<file path="config.mk">
export PLATFORM = sky130hd
export DESIGN_NAME = izh_pair_top
export DESIGN_NICKNAME = d
export VERILOG_FILES = /design/src/verilog/izh_pkg.sv /design/src/verilog/izh_mult_server.sv /design/src/verilog/izh_neuron.sv /design/src/verilog/izh_pair_top.sv
export SDC_FILE = /design/constraint.sdc
export NUM_CORES = 2
export LEC_CHECK = 0
export BUFFER_PORTS_ARGS = -buffer_cell sky130_fd_sc_hd__buf_2
export CORE_MARGIN = 1.5
export CORE_UTILIZATION = 42
export CTS_BUF_LIST = sky130_fd_sc_hd__clkbuf_16
export DETAILED_ROUTE_END_ITERATION = 8
export PLACE_DENSITY = 0.65
export SKIP_CTS_REPAIR_TIMING = 1
export SLEW_MARGIN = 20
export SYNTH_ARGS = -nofsm -noshare
export SYNTH_HDL_FRONTEND = slang
export SYNTH_HIERARCHICAL = 1
export SYNTH_SLANG_ARGS = --single-unit
</file>
<file path="constraint.sdc">
create_clock -name clock_i -period 10.07 [get_ports clock_i]
set_input_delay 3.021 -clock clock_i [delete_from_list [all_inputs] [get_ports clock_i]]
set_output_delay 3.021 -clock clock_i [all_outputs]
set_load 0.005 [all_outputs]
</file>
<file path="src/verilog/izh_pkg.sv">
`default_nettype none

package izh_pkg;

    //////////////////////////////
    // Fixed-point format
    //////////////////////////////

    localparam int FIX_W = 18;                          // Sign, 1 integer bit, 16 fraction bits

    typedef logic signed [FIX_W-1:0] fix_t;             // 2.16 signed word

    //////////////////////////////
    // Model constants
    //////////////////////////////

    localparam fix_t V_PEAK      = 18'sh0_4CCC;         // 0.3 spike threshold
    localparam fix_t V_INIT      = 18'sh3_4CCD;         // -0.7 membrane at reset
    localparam fix_t U_INIT      = 18'sh3_CCCD;         // -0.2 recovery at reset
    localparam fix_t C14         = 18'sh1_6666;         // 1.40 constant term
    localparam fix_t B_COEF      = 18'sh0_3333;         // 0.2 recovery sensitivity
    localparam fix_t C_RESET     = 18'sh3_8000;         // -0.5 membrane after spike
    localparam fix_t D_COEF      = 18'sh0_051E;         // 0.02 recovery kick on spike
    localparam fix_t A_FAST      = 18'sh0_051E;         // 0.02 recovery rate
    localparam fix_t A_SLOW      = 18'sh0_041E;         // Just under 0.02
    localparam fix_t INHIBIT_CUR = 18'sh0_8000;         // 0.5 taken off by the other spike

    localparam int MIN_STEP_DIV = 32;                   // Worst-case step fits in this

    //////////////////////////////
    // Bundles
    //////////////////////////////

    // Operand pair for one multiply
    typedef struct packed {
        fix_t op_a;                                     // Multiplicand
        fix_t op_b;                                     // Multiplier
    } mult_req_t;

    // Visible state of one neuron
    typedef struct packed {
        fix_t v;                                        // Membrane voltage
        fix_t u;                                        // Recovery variable
        logic spike;                                    // Set for the step after a spike
    } neuron_state_t;

    //////////////////////////////
    // Arithmetic
    //////////////////////////////

    // 2.16 product, full 4.32 result cut back to 2.16
    function automatic fix_t fix_mul(input fix_t a, input fix_t b);
        logic signed [2*FIX_W-1:0] full;
        full = a * b;                                   // Signed 36-bit product
        return {full[2*FIX_W-1], full[2*FIX_W-4:FIX_W-2]}; // Sign plus bits 32..16
    endfunction

endpackage

`default_nettype wire
</file>
<file path="src/verilog/izh_mult_server.sv">
`timescale 1ns/100ps
`default_nettype none

module izh_mult_server (
    input  logic               clock_i,
    input  logic               reset_i,
    input  logic [1:0]         req_i,               // One request per client
    input  izh_pkg::mult_req_t op_i [2],            // Operands per client
    output logic [1:0]         ack_o,               // One acknowledge per client
    output izh_pkg::fix_t      prod_o               // Shared product bus
);

    import izh_pkg::*;

    //////////////////////////////
    // Declarations
    //////////////////////////////

    typedef enum logic [1:0] {
        S_IDLE,                                     // Free, looking at requests
        S_MUL,                                      // Granted, product being registered
        S_ACK                                       // ack high, waiting for req to drop
    } fsm_e;

    fsm_e       fsm_q;
    logic       grant_q;                            // Client being served
    logic       last_q;                             // Client served most recently
    logic [1:0] ack_q;
    fix_t       prod_q;
    logic       pick;                               // Winner among current requests

    //////////////////////////////
    // Round-robin pick
    //////////////////////////////

    // On a tie the client not served last wins
    always_comb begin
        if (req_i[0] && req_i[1]) begin
            pick = ~last_q;
        end else begin
            pick = req_i[1];                        // Lone requester, or don't care
        end
    end

    //////////////////////////////
    // Handshake FSM
    //////////////////////////////

    always_ff @(posedge clock_i) begin
        if (reset_i) begin
            fsm_q   <= S_IDLE;
            grant_q <= 1'b0;
            last_q  <= 1'b1;                        // Client 0 first on a tie
            ack_q   <= 2'b00;
        end else begin
            case (fsm_q)
                S_IDLE: begin
                    if (|req_i) begin
                        grant_q <= pick;
                        fsm_q   <= S_MUL;
                    end
                end
                S_MUL: begin
                    ack_q[grant_q] <= 1'b1;         // Rises with the product
                    last_q         <= grant_q;
                    fsm_q          <= S_ACK;
                end
                S_ACK: begin
                    if (!req_i[grant_q]) begin      // Client has taken the product
                        ack_q <= 2'b00;
                        fsm_q <= S_IDLE;
                    end
                end
                default: fsm_q <= S_IDLE;
            endcase
        end
    end

    //////////////////////////////
    // Multiplier
    //////////////////////////////

    // Operands are stable while req is held
    always_ff @(posedge clock_i) begin
        if (fsm_q == S_MUL) begin
            prod_q <= fix_mul(op_i[grant_q].op_a, op_i[grant_q].op_b);
        end
    end

    assign ack_o  = ack_q;
    assign prod_o = prod_q;                         // Held until the next grant

endmodule

`default_nettype wire

</file>
<file path="src/verilog/izh_neuron.sv">
`timescale 1ns/100ps
`default_nettype none

module izh_neuron #(
    parameter izh_pkg::fix_t RECOVERY_RATE = izh_pkg::A_FAST // Per-instance a
) (
    input  logic                  clock_i,
    input  logic                  reset_i,
    input  logic                  tick_i,           // Start of a step
    input  izh_pkg::fix_t         current_i,        // Input current, sampled at tick
    output logic                  mul_req_o,        // Four-phase request
    output izh_pkg::mult_req_t    mul_op_o,         // Operands, stable while req is high
    input  logic                  mul_ack_i,        // Four-phase acknowledge
    input  izh_pkg::fix_t         mul_prod_i,       // Product, valid with ack
    output izh_pkg::neuron_state_t state_o,         // v, u and spike
    output logic                  step_done_o       // One-cycle pulse per finished step
);

    import izh_pkg::*;

    //////////////////////////////
    // Declarations
    //////////////////////////////

    typedef enum logic [1:0] {
        S_IDLE,                                     // Waiting for tick
        S_REQ,                                      // req high, waiting for ack
        S_RELEASE                                   // req low, waiting for ack to drop
    } fsm_e;

    localparam logic [1:0] PH_SQ = 2'd0;            // v * v
    localparam logic [1:0] PH_BV = 2'd1;            // v * b
    localparam logic [1:0] PH_DU = 2'd2;            // (b*v - u) * a

    fsm_e          fsm_q;
    logic [1:0]    phase_q;                         // Which multiply is in flight
    neuron_state_t st_q;
    logic          done_q;

    fix_t          cur_q;                           // Current latched at tick
    fix_t          sq_q;                            // v squared
    fix_t          bv_q;                            // b times v
    fix_t          du_q;                            // a times (b*v - u)

    fix_t          v_now;
    fix_t          u_now;
    fix_t          bv_minus_u;
    fix_t          v_next;
    fix_t          u_next;
    logic          fire;

    //////////////////////////////
    // Datapath
    //////////////////////////////

    assign v_now      = st_q.v;                     // Signed views of the state
    assign u_now      = st_q.u;
    assign bv_minus_u = bv_q - u_now;
    assign fire       = v_now > V_PEAK;             // Spike decision at tick

    // Euler step, dt = 1/16
    // v' = v + (v^2 + 5/4 v + 1.40/4 - u/4 + I/4) / 4
    assign v_next = v_now + ((sq_q + v_now + (v_now >>> 2) + (C14 >>> 2)
                              - (u_now >>> 2) + (cur_q >>> 2)) >>> 2);
    // u' = u + a (b v - u) / 16
    assign u_next = u_now + (du_q >>> 4);

    // Operand select per phase
    always_comb begin
        case (phase_q)
            PH_SQ:   mul_op_o = '{op_a: v_now, op_b: v_now};
            PH_BV:   mul_op_o = '{op_a: v_now, op_b: B_COEF};
            default: mul_op_o = '{op_a: bv_minus_u, op_b: RECOVERY_RATE};
        endcase
    end

    assign mul_req_o   = (fsm_q == S_REQ);          // Held until ack is seen
    assign state_o     = st_q;
    assign step_done_o = done_q;

    //////////////////////////////
    // Control FSM
    //////////////////////////////

    always_ff @(posedge clock_i) begin
        if (reset_i) begin
            fsm_q   <= S_IDLE;
            phase_q <= PH_SQ;
            st_q    <= '{v: V_INIT, u: U_INIT, spike: 1'b0};
            done_q  <= 1'b0;
        end else begin
            done_q <= 1'b0;                         // Pulse by default
            case (fsm_q)
                S_IDLE: begin
                    if (tick_i) begin
                        if (fire) begin             // Spike step, no multiplies
                            st_q.v     <= C_RESET;
                            st_q.u     <= u_now + D_COEF;
                            st_q.spike <= 1'b1;
                            done_q     <= 1'b1;
                        end else begin
                            phase_q <= PH_SQ;
                            fsm_q   <= S_REQ;
                        end
                    end
                end
                S_REQ: begin
                    if (mul_ack_i) begin            // Product captured below
                        fsm_q <= S_RELEASE;
                    end
                end
                S_RELEASE: begin
                    if (!mul_ack_i) begin           // Handshake closed
                        if (phase_q == PH_DU) begin
                            st_q   <= '{v: v_next, u: u_next, spike: 1'b0};
                            done_q <= 1'b1;
                            fsm_q  <= S_IDLE;
                        end else begin
                            phase_q <= phase_q + 2'd1;
                            fsm_q   <= S_REQ;
                        end
                    end
                end
                default: fsm_q <= S_IDLE;
            endcase
        end
    end

    //////////////////////////////
    // Operand and product registers
    //////////////////////////////

    always_ff @(posedge clock_i) begin
        if (fsm_q == S_IDLE && tick_i) begin
            cur_q <= current_i;
        end
        if (fsm_q == S_REQ && mul_ack_i) begin
            case (phase_q)
                PH_SQ:   sq_q <= mul_prod_i;
                PH_BV:   bv_q <= mul_prod_i;
                default: du_q <= mul_prod_i;
            endcase
        end
    end

endmodule

`default_nettype wire

</file>
<file path="src/verilog/izh_pair_top.sv">
`timescale 1ns/100ps
`default_nettype none

module izh_pair_top #(
    parameter int unsigned STEP_DIV = 4096          // Cycles per step
) (
    input  logic                   clock_i,
    input  logic                   reset_i,
    input  logic [15:0]            drive_i,         // Unsigned fraction, both neurons
    output izh_pkg::neuron_state_t state_o [2],     // States after the last step
    output logic                   step_done_o      // Pulse when both neurons are done
);

    import izh_pkg::*;

    // Period never below the worst-case step
    localparam int unsigned PERIOD = (STEP_DIV < MIN_STEP_DIV) ? MIN_STEP_DIV : STEP_DIV;
    localparam int          CNT_W  = $clog2(PERIOD);

    //////////////////////////////
    // Declarations
    //////////////////////////////

    logic [CNT_W-1:0] cnt_q;                        // Step divider
    logic             tick_q;
    fix_t             drive_fix;
    fix_t             nrn_cur [2];                  // Current after inhibition
    neuron_state_t    nrn_state [2];
    logic [1:0]       nrn_done;
    logic [1:0]       mul_req;
    logic [1:0]       mul_ack;
    mult_req_t        mul_op [2];
    fix_t             mul_prod;
    logic [1:0]       seen_q;                       // Sticky step-done bits
    logic [1:0]       seen_next;
    neuron_state_t    state_q [2];
    logic             done_q;

    //////////////////////////////
    // Step divider
    //////////////////////////////

    always_ff @(posedge clock_i) begin
        if (reset_i) begin
            cnt_q  <= '0;
            tick_q <= 1'b0;
        end else if (cnt_q == CNT_W'(PERIOD - 1)) begin
            cnt_q  <= '0;
            tick_q <= 1'b1;                         // One cycle every PERIOD
        end else begin
            cnt_q  <= cnt_q + 1'b1;
            tick_q <= 1'b0;
        end
    end

    assign drive_fix = {2'b00, drive_i};            // 0.16 into 2.16

    //////////////////////////////
    // Neurons
    //////////////////////////////

    for (genvar g = 0; g < 2; g++) begin : g_neuron
        // Other neuron's spike from its last step
        assign nrn_cur[g] = drive_fix - (nrn_state[1-g].spike ? INHIBIT_CUR : fix_t'(0));

        izh_neuron #(
            .RECOVERY_RATE (g == 0 ? A_FAST : A_SLOW)
        ) u_neuron (
            .clock_i     (clock_i),
            .reset_i     (reset_i),
            .tick_i      (tick_q),
            .current_i   (nrn_cur[g]),
            .mul_req_o   (mul_req[g]),
            .mul_op_o    (mul_op[g]),
            .mul_ack_i   (mul_ack[g]),
            .mul_prod_i  (mul_prod),
            .state_o     (nrn_state[g]),
            .step_done_o (nrn_done[g])
        );
    end

    izh_mult_server u_mult_server (
        .clock_i (clock_i),
        .reset_i (reset_i),
        .req_i   (mul_req),
        .op_i    (mul_op),
        .ack_o   (mul_ack),
        .prod_o  (mul_prod)
    );

    //////////////////////////////
    // Step-done join
    //////////////////////////////

    assign seen_next = seen_q | nrn_done;

    always_ff @(posedge clock_i) begin
        if (reset_i) begin
            seen_q <= 2'b00;
            done_q <= 1'b0;
            for (int i = 0; i < 2; i++) begin
                state_q[i] <= '{v: V_INIT, u: U_INIT, spike: 1'b0};
            end
        end else if (&seen_next) begin             // Later neuron just finished
            seen_q  <= 2'b00;
            done_q  <= 1'b1;
            state_q <= nrn_state;
        end else begin
            seen_q <= seen_next;
            done_q <= 1'b0;
        end
    end

    assign state_o     = state_q;
    assign step_done_o = done_q;

endmodule

`default_nettype wire

</file>
==> results.sh <==
export IMPL_slowest_delay_ps=770
export IMPL_place_area_sq_um=36300
export IMPL_critPathSlowestCell="ha_1"
export IMPL_fin_setup_tns_ps=0
export IMPL_relSlewSlack_pct=24.2
export IMPL_cts_tree="built"
export IMPL_tightest_slew_ps=1140
export IMPL_cp_data_arrival_time_ps=9680
export IMPL_power_leakage_uw=0.0172
export IMPL_ys_ff_latch=330
export IMPL_boundaryPins=93
export IMPL_cts_sinks=330
export IMPL_fill_cells=7790
export IMPL_areaGrowthSynthToFinish_pct=8.83
export IMPL_fin_hold_ws_ps=447
export IMPL_htreeDepth=2
export IMPL_drcViolationCount=0
export IMPL_globalRouteTotalUtil_pct=24.5
export IMPL_hp_start="cnt_q[0]$_SDFF_PP0_"
export IMPL_num_rows=104
export IMPL_place_ws_ps=779
export IMPL_vdd_drop_max_mv=0.102
export IMPL_post_dp_hpwl_um=78800
export IMPL_critical_path_required_ps=10350
export IMPL_hold_viol_final=0
export IMPL_rr_endpoint="u_mult_server/prod_o[12]$_DFFE_PP_"
export IMPL_final_area_sq_um=37500
export IMPL_rr_startpoint="g_neuron[0].u_neuron/u_now[1]$_SDFFE_PP0P_"
export IMPL_vias=27300
export IMPL_drv_slew=0
export IMPL_synthCells=3777
export IMPL_power_density_nw_per_um2=74.2
export IMPL_critPathKind="reg2reg"
export IMPL_ys_flop_type="dfxtp_1"
export IMPL_hold_class="reg2reg"
export IMPL_yosys_area_top_type="fa_1"
export IMPL_crit_path_start_kind="flop"
export IMPL_yosysSeqAreaShare_pct=23.6
export IMPL_antenna_left=0
export IMPL_path_clk_slew_ps=60
export IMPL_grt_setup_unrepaired="no"
export IMPL_drt_vias_per_instance=5.51
export IMPL_synth_edf_count=150
export IMPL_grt_pass1_wl_um=156000
export IMPL_insertion_delay_ps=580
export IMPL_period_share_pct=93.4
export IMPL_gr_total_overflow=0
export IMPL_cp_max_fo=15
export IMPL_cpMostUsedCell="fa_1"
export IMPL_fin_skew_ps=43.1
export IMPL_yosys_warnings=6
export IMPL_synth_cell_area_sq_um=34400
export IMPL_synth_distinct_cells=107
export IMPL_fmax_ghz=0.106
export IMPL_reg2reg_slack_ps=660
export IMPL_synth_top_area_share_pct=25.1
export IMPL_synth_common_cells="inv_1 (695), nand2_1 (438), fa_1 (432), nor2_1 (305), ha_1 (271)"
export IMPL_core_area_sq_um=80800
export IMPL_place_gp_congestion=0.978
export IMPL_grt_pass1_vias=26500
export IMPL_start_util_pct=42.6
export IMPL_synthArstFlopShare_pct=0
export IMPL_setup_ws_ps=664
export IMPL_status="completed"
export IMPL_clock_path_buffers=3
export IMPL_cts_root_buf="clkbuf_16"
export IMPL_numPortBuffers=90
export IMPL_drt_iter0_drc=2476
export IMPL_min_path_cells=1
export IMPL_drt_wl_total_um=102000
export IMPL_drive_gt1_share_pct=7.52
export IMPL_syn_nets=4498
export IMPL_wl_per_cell_um=20.5
export IMPL_antenna_found_initial=3
export IMPL_reg2regPathDepth=29
export IMPL_min_period_ps=9410
export IMPL_numCtsBuffers=39
export IMPL_hold_path_end="cnt_q[0]$_SDFF_PP0_"
export IMPL_endpoint_kind="flop"
export IMPL_setup_viol=0
export IMPL_die_x_um=289
export IMPL_synth_area_leaders="fa_1 (25%), edfxtp_1 (13%), dfxtp_1 (10%), ha_1 (9.9%), inv_1 (7.6%)"
export IMPL_synth_most_common_cell="inv_1"
export IMPL_maxCapViolations=0
export IMPL_die_area_sq_um=83700
export IMPL_dr_pass1_iters=6
export IMPL_num_nets_final=4586
export IMPL_grt_max_degree=77
export IMPL_dieHeight_um=289
export IMPL_synth_area_per_cell_sq_um=9.11
worst max path at each step:
stage / from / to / slack (ps) / cells past startpoint
final: g_neuron[0].u_neuron/u_now[1]$_SDFFE_PP0P_ / u_mult_server/prod_o[12]$_DFFE_PP_ / 660 / 29
after global routing: g_neuron[0].u_neuron/u_now[1]$_SDFFE_PP0P_ / u_mult_server/prod_o[15]$_DFFE_PP_ / 280 / 30
after CTS: g_neuron[0].u_neuron/u_now[1]$_SDFFE_PP0P_ / u_mult_server/prod_o[12]$_DFFE_PP_ / 720 / 29
after detailed placement: g_neuron[0].u_neuron/u_now[1]$_SDFFE_PP0P_ / u_mult_server/prod_o[12]$_DFFE_PP_ / 780 / 29
after global placement: g_neuron[0].u_neuron/u_now[1]$_SDFFE_PP0P_ / u_mult_server/prod_o[12]$_DFFE_PP_ / 960 / 29
after floorplan: g_neuron[0].u_neuron/u_now[1]$_SDFFE_PP0P_ / u_mult_server/prod_o[13]$_DFFE_PP_ / 2010 / 29
kinds of logic (layout without fill, tap and decap cells):
family | after synthesis | count (layout) | synth area share [%]
buffers and inverters | 808 | 925 | 8.95
DFF | 330 | 330 | 23.6
adders and majority gates | 703 | 703 | 35.0
muxes | 78 | 78 | 2.39
xor gates and xnor gates | 118 | 118 | 3.06
and+or+nand+nor | 1090 | 1090 | 14.3
AOI/OAI and AO/OA | 650 | 650 | 12.8
other | 0 | 1 | 0
stage by stage:
step	std cells	total power, uW	util [%]
floorplan	3777	1440	-
global placement	4884	1450	44.9
detailed placement	4884	1450	44.9
CTS	4954	2800	46.3
global route	4954	2850	46.3
finish	4955	2780	46.4
power breakdown:
group	internal, uW	switching [uW]	total, uW	leakage, uW
sequential	1390	1.45	1390	0.00281
clock	760	598	1360	0.000639
combinational	6.19	24.0	30.2	0.0138
total	2160	623	2780	0.0172
sequential cells by signal (all words and copies together), names as in the netlist, 2 cells and up:
signal and cells:
g_neuron.u_neuron/u_now 36, g_neuron.u_neuron/state_o 2, g_neuron.u_neuron/bv_q 36, cnt_q 12, g_neuron.u_neuron/fsm_q 4, g_neuron.u_neuron/v_now 36, g_neuron.u_neuron/phase_q 4, g_neuron.u_neuron/sq_q 36
seen_q 2, u_mult_server/ack_o 2, g_neuron.u_neuron/du_q 28, state_o 74, u_mult_server/fsm_q 2, u_mult_server/prod_o 18, g_neuron.u_neuron/cur_q 32, g_neuron.u_neuron/step_done_o 2
routing by layer:
layer / track usage (%) / part of all wire [%] / vias to the layer above / routed length [um]
li1: - / - / 12600 / -
met4: 10.4 / 4.8 / 0 / 4880
met1: 34.2 / 43 / 13500 / 43900
met3: 3.57 / 8.3 / 207 / 8440
met5: 0 / 0 / - / 0
met2: 38.0 / 44 / 1065 / 44600
critical path: cells and delay by family, from the launching register on:
family	cells	cell delay, ps
compound gates	10	2400
xor+xnor	2	310
fa+ha+maj	8	4050
buf+inv	6	1220
flops	1	510
mux	1	190
simple gates	2	380
area by class of cell:
type	count	area (sq um)	area share [%]
Multi-Input combinational cell	2639	23300	62.1
Timing Repair Buffer	156	948	2.53
Sequential cell	330	8110	21.7
Tap cell	1060	1330	3.54
Clock buffer	41	1030	2.74
Clock inverter	29	156	0.418
Antenna cell	1	2.50	0.00668
Inverter	699	2620	7.00
placed cells by master, fill, tap and decap left out, types with 89 or more instances in the layout:
master	instances
inv_1	707
nand2_1	438
fa_1	432
nor2_1	305
ha_1	271
a21oi_1	185
dfxtp_1	179
edfxtp_1	150
buf_2	89
(Power assumes the default switching activity.)
